$ cat src/hw/bypass_defs.svh
`ifndef BYPASS_DEFS_SVH
`define BYPASS_DEFS_SVH

// register number width.
`define BYPASS_REG_W 5

// datapath width for alu results, hi/lo and load data.
`define BYPASS_DATA_W 32

// width of the rs/rt forward select code.
`define BYPASS_SEL_W 3

`endif

$ cat src/hw/bypass_pkg.sv
`include "bypass_defs.svh"

package bypass_pkg;

    // ==================================================
    // select codes
    // ==================================================

    // source of an rs or rt operand.
    typedef enum logic [`BYPASS_SEL_W-1:0] {
        FWD_NOP      = 3'd0,
        FWD_EXP_ALU  = 3'd1,
        FWD_EXC_ALU  = 3'd2,
        FWD_MEMP_MEM = 3'd3,
        FWD_MEMP_ALU = 3'd4,
        FWD_MEMC_MEM = 3'd5,
        FWD_MEMC_ALU = 3'd6
    } fwd_sel_e;

    // source of the hi or lo half.
    typedef enum logic [1:0] {
        HILO_NOP  = 2'd0,
        HILO_MEMP = 2'd1,
        HILO_MEMC = 2'd2
    } hilo_sel_e;

    // ==================================================
    // in-flight instruction info
    // ==================================================

    typedef struct packed {
        logic                      w_reg_ena;
        logic [`BYPASS_REG_W-1:0]  w_reg_dst;
        logic                      ls_ena;
        logic [1:0]                w_hilo_ena;   // [1] hi, [0] lo.
        logic [`BYPASS_DATA_W-1:0] alu_res;
        logic [`BYPASS_DATA_W-1:0] hi;
        logic [`BYPASS_DATA_W-1:0] lo;
    } slot_info_t;

    // all four selects, control to mux.
    typedef struct packed {
        fwd_sel_e  rs;
        fwd_sel_e  rt;
        hilo_sel_e hi;
        hilo_sel_e lo;
    } fwd_sel_t;

endpackage

$ cat src/hw/bypass_mux.sv
`timescale 1ns/1ps

`include "bypass_defs.svh"

module bypass_mux (
    input  bypass_pkg::fwd_sel_t      fwd_sel,
    input  bypass_pkg::slot_info_t    ex_slot_1,
    input  bypass_pkg::slot_info_t    ex_slot_2,
    input  bypass_pkg::slot_info_t    mem_slot_1,
    input  bypass_pkg::slot_info_t    mem_slot_2,
    input  logic [`BYPASS_DATA_W-1:0] mem_load_data_1,
    input  logic [`BYPASS_DATA_W-1:0] mem_load_data_2,
    input  logic [`BYPASS_DATA_W-1:0] rf_rs_data,
    input  logic [`BYPASS_DATA_W-1:0] rf_rt_data,
    input  logic [`BYPASS_DATA_W-1:0] rf_hi,
    input  logic [`BYPASS_DATA_W-1:0] rf_lo,
    output logic [`BYPASS_DATA_W-1:0] rs_data,
    output logic [`BYPASS_DATA_W-1:0] rt_data,
    output logic [`BYPASS_DATA_W-1:0] hi_data,
    output logic [`BYPASS_DATA_W-1:0] lo_data
);

    import bypass_pkg::*;

    // seven-way operand choice.
    function automatic logic [`BYPASS_DATA_W-1:0] pick_operand(
        input fwd_sel_e                  sel,
        input logic [`BYPASS_DATA_W-1:0] rf_data
    );
        case (sel)
            FWD_EXP_ALU:  pick_operand = ex_slot_2.alu_res;
            FWD_EXC_ALU:  pick_operand = ex_slot_1.alu_res;
            FWD_MEMP_MEM: pick_operand = mem_load_data_2;
            FWD_MEMP_ALU: pick_operand = mem_slot_2.alu_res;
            FWD_MEMC_MEM: pick_operand = mem_load_data_1;
            FWD_MEMC_ALU: pick_operand = mem_slot_1.alu_res;
            default:      pick_operand = rf_data;
        endcase
    endfunction

    // three-way hi/lo choice.
    function automatic logic [`BYPASS_DATA_W-1:0] pick_half(
        input hilo_sel_e                 sel,
        input logic [`BYPASS_DATA_W-1:0] memp_val,
        input logic [`BYPASS_DATA_W-1:0] memc_val,
        input logic [`BYPASS_DATA_W-1:0] rf_val
    );
        case (sel)
            HILO_MEMP: pick_half = memp_val;
            HILO_MEMC: pick_half = memc_val;
            default:   pick_half = rf_val;
        endcase
    endfunction

    always_comb begin
        rs_data = pick_operand(fwd_sel.rs, rf_rs_data);
        rt_data = pick_operand(fwd_sel.rt, rf_rt_data);
        hi_data = pick_half(fwd_sel.hi, mem_slot_2.hi, mem_slot_1.hi, rf_hi);
        lo_data = pick_half(fwd_sel.lo, mem_slot_2.lo, mem_slot_1.lo, rf_lo);
    end

endmodule

$ cat src/hw/bypass_top.sv
`timescale 1ns/1ps

`include "bypass_defs.svh"

module bypass_top (
    input  logic                      clk,
    input  logic                      arst_n,
    input  logic [`BYPASS_REG_W-1:0]  id_rs,
    input  logic [`BYPASS_REG_W-1:0]  id_rt,
    input  bypass_pkg::slot_info_t    ex_slot_1,
    input  bypass_pkg::slot_info_t    ex_slot_2,
    input  logic [`BYPASS_DATA_W-1:0] mem_load_data_1,
    input  logic [`BYPASS_DATA_W-1:0] mem_load_data_2,
    input  logic [`BYPASS_DATA_W-1:0] rf_rs_data,
    input  logic [`BYPASS_DATA_W-1:0] rf_rt_data,
    input  logic [`BYPASS_DATA_W-1:0] rf_hi,
    input  logic [`BYPASS_DATA_W-1:0] rf_lo,
    output logic [`BYPASS_DATA_W-1:0] rs_data,
    output logic [`BYPASS_DATA_W-1:0] rt_data,
    output logic [`BYPASS_DATA_W-1:0] hi_data,
    output logic [`BYPASS_DATA_W-1:0] lo_data,
    output logic                      stall_req,
    output logic                      flush_req
);

    import bypass_pkg::*;

    slot_info_t mem_slot_1;
    slot_info_t mem_slot_2;
    fwd_sel_t   fwd_sel;

    // ex to mem stage registers.
    bypass_track u_bypass_track (
        .clk        (clk),
        .arst_n     (arst_n),
        .ex_slot_1  (ex_slot_1),
        .ex_slot_2  (ex_slot_2),
        .mem_slot_1 (mem_slot_1),
        .mem_slot_2 (mem_slot_2)
    );

    forward_ctrl u_forward_ctrl (
        .id_rs      (id_rs),
        .id_rt      (id_rt),
        .ex_slot_1  (ex_slot_1),
        .ex_slot_2  (ex_slot_2),
        .mem_slot_1 (mem_slot_1),
        .mem_slot_2 (mem_slot_2),
        .fwd_sel    (fwd_sel),
        .stall_req  (stall_req),
        .flush_req  (flush_req)
    );

    bypass_mux u_bypass_mux (
        .fwd_sel         (fwd_sel),
        .ex_slot_1       (ex_slot_1),
        .ex_slot_2       (ex_slot_2),
        .mem_slot_1      (mem_slot_1),
        .mem_slot_2      (mem_slot_2),
        .mem_load_data_1 (mem_load_data_1),
        .mem_load_data_2 (mem_load_data_2),
        .rf_rs_data      (rf_rs_data),
        .rf_rt_data      (rf_rt_data),
        .rf_hi           (rf_hi),
        .rf_lo           (rf_lo),
        .rs_data         (rs_data),
        .rt_data         (rt_data),
        .hi_data         (hi_data),
        .lo_data         (lo_data)
    );

endmodule

$ cat src/hw/bypass_track.sv
`timescale 1ns/1ps

`include "bypass_defs.svh"

module bypass_track (
    input  logic                   clk,
    input  logic                   arst_n,
    input  bypass_pkg::slot_info_t ex_slot_1,
    input  bypass_pkg::slot_info_t ex_slot_2,
    output bypass_pkg::slot_info_t mem_slot_1,
    output bypass_pkg::slot_info_t mem_slot_2
);

    import bypass_pkg::*;

    // index 0 is slot 1, index 1 is slot 2.
    slot_info_t                ex_slot [2];
    logic [1:0]                w_reg_ena_q;
    logic [1:0]                ls_ena_q;
    logic [1:0]                w_hilo_ena_q [2];
    logic [`BYPASS_REG_W-1:0]  w_reg_dst_q [2];
    logic [`BYPASS_DATA_W-1:0] alu_res_q [2];
    logic [`BYPASS_DATA_W-1:0] hi_q [2];
    logic [`BYPASS_DATA_W-1:0] lo_q [2];

    assign ex_slot[0] = ex_slot_1;
    assign ex_slot[1] = ex_slot_2;

    // control bits of the ex/mem register.
    always_ff @(posedge clk or negedge arst_n) begin
        if (!arst_n) begin
            w_reg_ena_q  <= '0;
            ls_ena_q     <= '0;
            w_hilo_ena_q <= '{default: '0};
        end else begin
            for (int i = 0; i < 2; i++) begin
                w_reg_ena_q[i]  <= ex_slot[i].w_reg_ena;
                ls_ena_q[i]     <= ex_slot[i].ls_ena;
                w_hilo_ena_q[i] <= ex_slot[i].w_hilo_ena;
            end
        end
    end

    // payload.
    always_ff @(posedge clk) begin
        for (int i = 0; i < 2; i++) begin
            w_reg_dst_q[i] <= ex_slot[i].w_reg_dst;
            alu_res_q[i]   <= ex_slot[i].alu_res;
            hi_q[i]        <= ex_slot[i].hi;
            lo_q[i]        <= ex_slot[i].lo;
        end
    end

    always_comb begin
        mem_slot_1.w_reg_ena  = w_reg_ena_q[0];
        mem_slot_1.w_reg_dst  = w_reg_dst_q[0];
        mem_slot_1.ls_ena     = ls_ena_q[0];
        mem_slot_1.w_hilo_ena = w_hilo_ena_q[0];
        mem_slot_1.alu_res    = alu_res_q[0];
        mem_slot_1.hi         = hi_q[0];
        mem_slot_1.lo         = lo_q[0];

        mem_slot_2.w_reg_ena  = w_reg_ena_q[1];
        mem_slot_2.w_reg_dst  = w_reg_dst_q[1];
        mem_slot_2.ls_ena     = ls_ena_q[1];
        mem_slot_2.w_hilo_ena = w_hilo_ena_q[1];
        mem_slot_2.alu_res    = alu_res_q[1];
        mem_slot_2.hi         = hi_q[1];
        mem_slot_2.lo         = lo_q[1];
    end

endmodule

$ cat src/hw/forward_ctrl.sv
`timescale 1ns/1ps

`include "bypass_defs.svh"

module forward_ctrl (
    input  logic [`BYPASS_REG_W-1:0] id_rs,
    input  logic [`BYPASS_REG_W-1:0] id_rt,
    input  bypass_pkg::slot_info_t   ex_slot_1,
    input  bypass_pkg::slot_info_t   ex_slot_2,
    input  bypass_pkg::slot_info_t   mem_slot_1,
    input  bypass_pkg::slot_info_t   mem_slot_2,
    output bypass_pkg::fwd_sel_t     fwd_sel,
    output logic                     stall_req,
    output logic                     flush_req
);

    import bypass_pkg::*;

    logic ex_load_hit_1;
    logic ex_load_hit_2;

    // ==================================================
    // register write match
    // ==================================================

    function automatic logic reg_hit(
        input logic [`BYPASS_REG_W-1:0] src,
        input slot_info_t               slot
    );
        reg_hit = slot.w_reg_ena && (slot.w_reg_dst == src);
    endfunction

    // newest producer wins, slot 2 is younger than slot 1.
    function automatic fwd_sel_e pick_fwd(
        input logic [`BYPASS_REG_W-1:0] src,
        input slot_info_t               ex_1,
        input slot_info_t               ex_2,
        input slot_info_t               mem_1,
        input slot_info_t               mem_2
    );
        logic hit_ex_2;
        logic hit_ex_1;
        logic hit_mem_2;
        logic hit_mem_1;

        hit_ex_2  = reg_hit(src, ex_2);
        hit_ex_1  = reg_hit(src, ex_1);
        hit_mem_2 = reg_hit(src, mem_2);
        hit_mem_1 = reg_hit(src, mem_1);

        if (hit_ex_2) begin
            pick_fwd = FWD_EXP_ALU;
        end else if (hit_ex_1) begin
            pick_fwd = FWD_EXC_ALU;
        end else if (hit_mem_2 && mem_2.ls_ena) begin
            pick_fwd = FWD_MEMP_MEM;
        end else if (hit_mem_2) begin
            pick_fwd = FWD_MEMP_ALU;
        end else if (hit_mem_1 && mem_1.ls_ena) begin
            pick_fwd = FWD_MEMC_MEM;
        end else if (hit_mem_1) begin
            pick_fwd = FWD_MEMC_ALU;
        end else begin
            pick_fwd = FWD_NOP;
        end
    endfunction

    // hi/lo only come from the mem stage.
    function automatic hilo_sel_e pick_hilo(
        input logic wr_memp,
        input logic wr_memc
    );
        if (wr_memp) begin
            pick_hilo = HILO_MEMP;
        end else if (wr_memc) begin
            pick_hilo = HILO_MEMC;
        end else begin
            pick_hilo = HILO_NOP;
        end
    endfunction

    always_comb begin
        fwd_sel.rs = pick_fwd(id_rs, ex_slot_1, ex_slot_2, mem_slot_1, mem_slot_2);
        fwd_sel.rt = pick_fwd(id_rt, ex_slot_1, ex_slot_2, mem_slot_1, mem_slot_2);
        fwd_sel.hi = pick_hilo(mem_slot_2.w_hilo_ena[1], mem_slot_1.w_hilo_ena[1]);
        fwd_sel.lo = pick_hilo(mem_slot_2.w_hilo_ena[0], mem_slot_1.w_hilo_ena[0]);
    end

    // ==================================================
    // load-use hazard
    // ==================================================

    // load data is not ready until mem.
    assign ex_load_hit_1 = ex_slot_1.ls_ena &&
                           (reg_hit(id_rs, ex_slot_1) || reg_hit(id_rt, ex_slot_1));
    assign ex_load_hit_2 = ex_slot_2.ls_ena &&
                           (reg_hit(id_rs, ex_slot_2) || reg_hit(id_rt, ex_slot_2));

    assign stall_req = ex_load_hit_1 || ex_load_hit_2;
    assign flush_req = stall_req;

endmodule

$ cat config.mk
export PLATFORM = sky130hd
export DESIGN_NAME = bypass_top
export DESIGN_NICKNAME = d
export VERILOG_FILES = /design/src/hw/bypass_pkg.sv /design/src/hw/bypass_mux.sv /design/src/hw/bypass_top.sv /design/src/hw/bypass_track.sv /design/src/hw/forward_ctrl.sv
export VERILOG_INCLUDE_DIRS = /design/src /design/src/hw
export SDC_FILE = /design/constraint.sdc
export NUM_CORES = 1
export LEC_CHECK = 0
export ABC_AREA = 1
export BUFFER_PORTS_ARGS = -buffer_cell sky130_fd_sc_hd__buf_2
export CAP_MARGIN = 30
export CORE_AREA = 2 2 209 211
export CTS_BUF_LIST = sky130_fd_sc_hd__clkbuf_8
export DETAILED_ROUTE_END_ITERATION = 12
export DIE_AREA = 0 0 211 213
export GPL_ROUTABILITY_DRIVEN = 0
export RECOVER_POWER = 25
export REMOVE_ABC_BUFFERS = 1
export SKIP_LAST_GASP = 1
export SYNTH_ARGS = -nofsm -noshare
export SYNTH_HDL_FRONTEND = slang
export SYNTH_SLANG_ARGS = --single-unit
$ cat constraint.sdc
create_clock -name clk -period 2.6 [get_ports clk]
set_clock_uncertainty 0.1 [all_clocks]
set_input_delay 0.39 -clock clk [delete_from_list [all_inputs] [get_ports clk]]
set_output_delay 0.39 -clock clk [all_outputs]
set_load 0.02 [all_outputs]
==> summary.txt <==
Logic synthesis
  – Synth cell count leaders: nand2_1, dfxtp_1, nand3_1
  – Syn Inst Count: 1501
  – Asr flop ratio synth: 3.810%
  – Area leader, netlist: dfxtp_1
  – Simple-Gate Fraction of Synth Area: 42.60%
  – Synthesized area: 0.01041 sq mm
  – Synth top area share: 38.84%
  – Synth top area cells: dfxtp_1, nand2_1, nand3_1
  – Unique masters post-synth: 40
  – Largest family of logic cells by synthesized area: simple AND/OR/NAND/NOR gates
  – Synth warn: 0
  – Mux contribution to synthesized area: 0%
  – Synth Area in Adders: 0%
  – Post-synthesis average cell area: 6.937 sq um
  – #FFs+latches synth: 210
  – Post-synth EDFFs: 0
  – Post-synth top flop: dfxtp_1
  – Register area share after synthesis: 40.76%
  – Synth Area in Compound Gates: 8.544%
  – Most common cell in the netlist: nand2_1
  – Xor/xnor share of the synthesized area: 0.08411%

Detailed routing
  – Highest routed layer: met5
  – WL/cell: 20.16 um
  – Vias per cell: 5.097
  – Routed vias: 15070
  – Detailed Routing Iterations Pass 1: 9
  – Antenna viol nets, final: 0
  – Wire length on met3: 5846 um
  – DRC viols: 0
  – Met1 WL: 23950 um
  – DR WL met2: 26900 um
  – Routed WL: 59580 um
  – Iteration-0 DRC Markers: 1628

Pwr
  – Power density over cell area: 483.7 mW/mm^2
  – Pleak: 10.10 nW
  – Peak VDD IR: 0.4160 mV

STA
  – WHS: 0.2167 ns
  – Max Freq: 308.2 MHz
  – # setup viols final: 64
  – Worst slew pin tran: 0.5822 ns
  – Final WS setup: -0.6449 ns
  – RSZ-0062 raised after global routing: yes
  – Slew margin rel.: 61.18%
  – Tmin final: 3.245 ns
  – Pins Over Slew Limit: 0
  – Final Hold Fails: 0
  – Final period utilization: 124.8%

Setup path
  – CP endpoint kind: output pin
  – Worst path max stage delay: 0.38 ns
  – Worst path arrival time: 2.75 ns
  – CP max FO: 6
  – Worst path required time: 2.11 ns
  – Most used cell, CP: nor2_4
  – Crit Path Class: flip-flop to output pin
  – Crit-path cells: buf_4 > nand2_2 > nor2_4 > nand3_4 > nor2_4 > nor2_4 > a21oi_4 > nand2_4 > nor2_4 > buf_6 > clkbuf_16 > a21oi_2 > nand3_1 > buf_6
  – Slowest-stage cell, CP: dfrtp_1
  – Startpoint type of the worst setup path: flip-flop

Floorplanning
  – Die Area: 0.04494 sq mm
  – Core area: 0.04270 sq mm
  – Initial core utilization: 24.39%
  – Ports: 544
  – Die X: 211 um
  – Site Rows: 76
  – Die Ht: 213 um

Layout
  – Final nets: 2783
  – Area Growth Syn to Fin: 88.32%
  – Fraction of layout cells with a size suffix above 1: 41.18%
  – Final core utilization: 45.93%

Global routing
  – First-pass GRT wire length: 82200 um
  – Total track usage: 23.82%
  – Vias in the first global route: 14730
  – Initial antenna violation count: 12
  – Largest net degree at the start of global routing: 51
  – GRT overflow: 0

Status
  – Run status: finished, violations left
  – Violations in the final reports: setup timing

Clock tree
  – Num CTS Buffers: 41
  – H-Tree Level Count: 2
  – Clock sink count: 210
  – CTS tree: built
  – Clk slew on worst S/H paths: 0.05 ns
  – Max clock buf depth: 3
  – Clock Root Buffer: clkbuf_8

Place
  – Port Buf Inserts: 543
  – Dpl ws: -0.3746 ns
  – Final HPWL from detailed placement: 39120 um

Min path
  – Min-Delay Path Class: input pin to asynchronous set/reset pin

Run
  – Max_cap viols: 0
==> cell usage in the layout (no fill, tap or decap), types with 42 or more instances in the layout <==
cell / n
a22oi_1: 64
nand3_2: 42
buf_2: 475
inv_1: 76
clkbuf_8: 52
buf_4: 101
dlygate4sd3_1: 211
nand2_1: 378
nand4_1: 136
nand3_1: 161
nor2_1: 124
buf_6: 81
dfxtp_1: 194
==> critical path, delay by kind of cell (launching register included) <==
family / cells / cell delay [ns]
flops: 1 / 0.38
simple gates: 8 / 0.86
buf+inv: 4 / 0.60
compound gates: 2 / 0.28
==> flip-flops by register name, summed over array words and instances (netlist names) <==
register                    flops
u_bypass_track.alu_res_q       64
u_bypass_track.hi_q            64
u_bypass_track.lo_q            64
u_bypass_track.w_reg_dst_q     10
u_bypass_track.ls_ena_q         2
u_bypass_track.mem_slot_1       2
u_bypass_track.mem_slot_2       2
u_bypass_track.w_reg_ena_q      2
==> where the power goes <==
group / total [mW] / internal (mW) / switching [mW]
registers: 3.48 / 3.40 / 0.0807
clock network: 3.40 / 1.89 / 1.51
logic: 2.61 / 1.22 / 1.38
total: 9.48 / 6.51 / 2.97
==> path summary, 6_finish.rpt <==
check | cells after the start | slack (ns) | startpoint | endpoint
max in group asynchronous | 2 | 1.75 | arst_n | u_bypass_track.mem_slot_2[96]$_DFF_PN0_
max | 14 | -0.64 | u_bypass_track.w_reg_ena_q[1]$_DFF_PN0_ | rt_data[10]
min in group clk | 2 | 0.33 | ex_slot_2[18] | u_bypass_track.lo_q[0][50]$_DFF_P_
min | 2 | 0.22 | arst_n | u_bypass_track.w_reg_ena_q[1]$_DFF_PN0_
==> stage by stage <==
| step | total power, mW | cells | TNS [ns] | area (sq um) |
|---|---|---|---|---|
| finish | 9.484 | 2956 | -37.64 | 19610 |
| global route | 9.880 | 2951 | -47.98 | 19600 |
| CTS | 9.324 | 2921 | -39.94 | 18530 |
| detailed placement | 5.355 | 2615 | -15.47 | 14560 |
| global placement | 5.337 | 2615 | -14.20 | 14560 |
| floorplan | 4.352 | 1400 | -92.02 | 9894 |
==> timing repair <==
action | CTS | global route
setup endpoints to repair | 75 | 80
gates resized for setup | 199 | 188
pin swaps | 32 | 72
cloned | 8 | 17
setup buffers | 16 | 9
hold endpoints to repair | 218 | 0
hold buffers | 211 | 0
==> cell families (layout without fill, tap and decap cells) <==
family / after synthesis / after routing
AND/OR/NAND/NOR: 966 / 967
flip-flops: 210 / 210
buffers and inverters: 184 / 1079
AO/OA/AOI/OAI: 140 / 140
XOR/XNOR: 1 / 1
other: 0 / 13
==> cell type report <==
class / instances / area (sq um)
Inverter: 83 / 331.6
Clock buffer: 52 / 715.7
Antenna cell: 13 / 32.53
Tap cell: 546 / 683.2
Timing Repair Buffer: 925 / 7311
Sequential cell: 210 / 4255
Multi-Input combinational cell: 1108 / 6167
Clock inverter: 19 / 112.6
Fill cell: 4075 / 23090
==> metal layers <==
layer	GRT usage, %	up-vias
li1	-	6842
met1	29.64	6985
met2	38.57	968
met3	6.119	267
met4	11.15	4
met5	0	-
(Power assumes the default switching activity.)
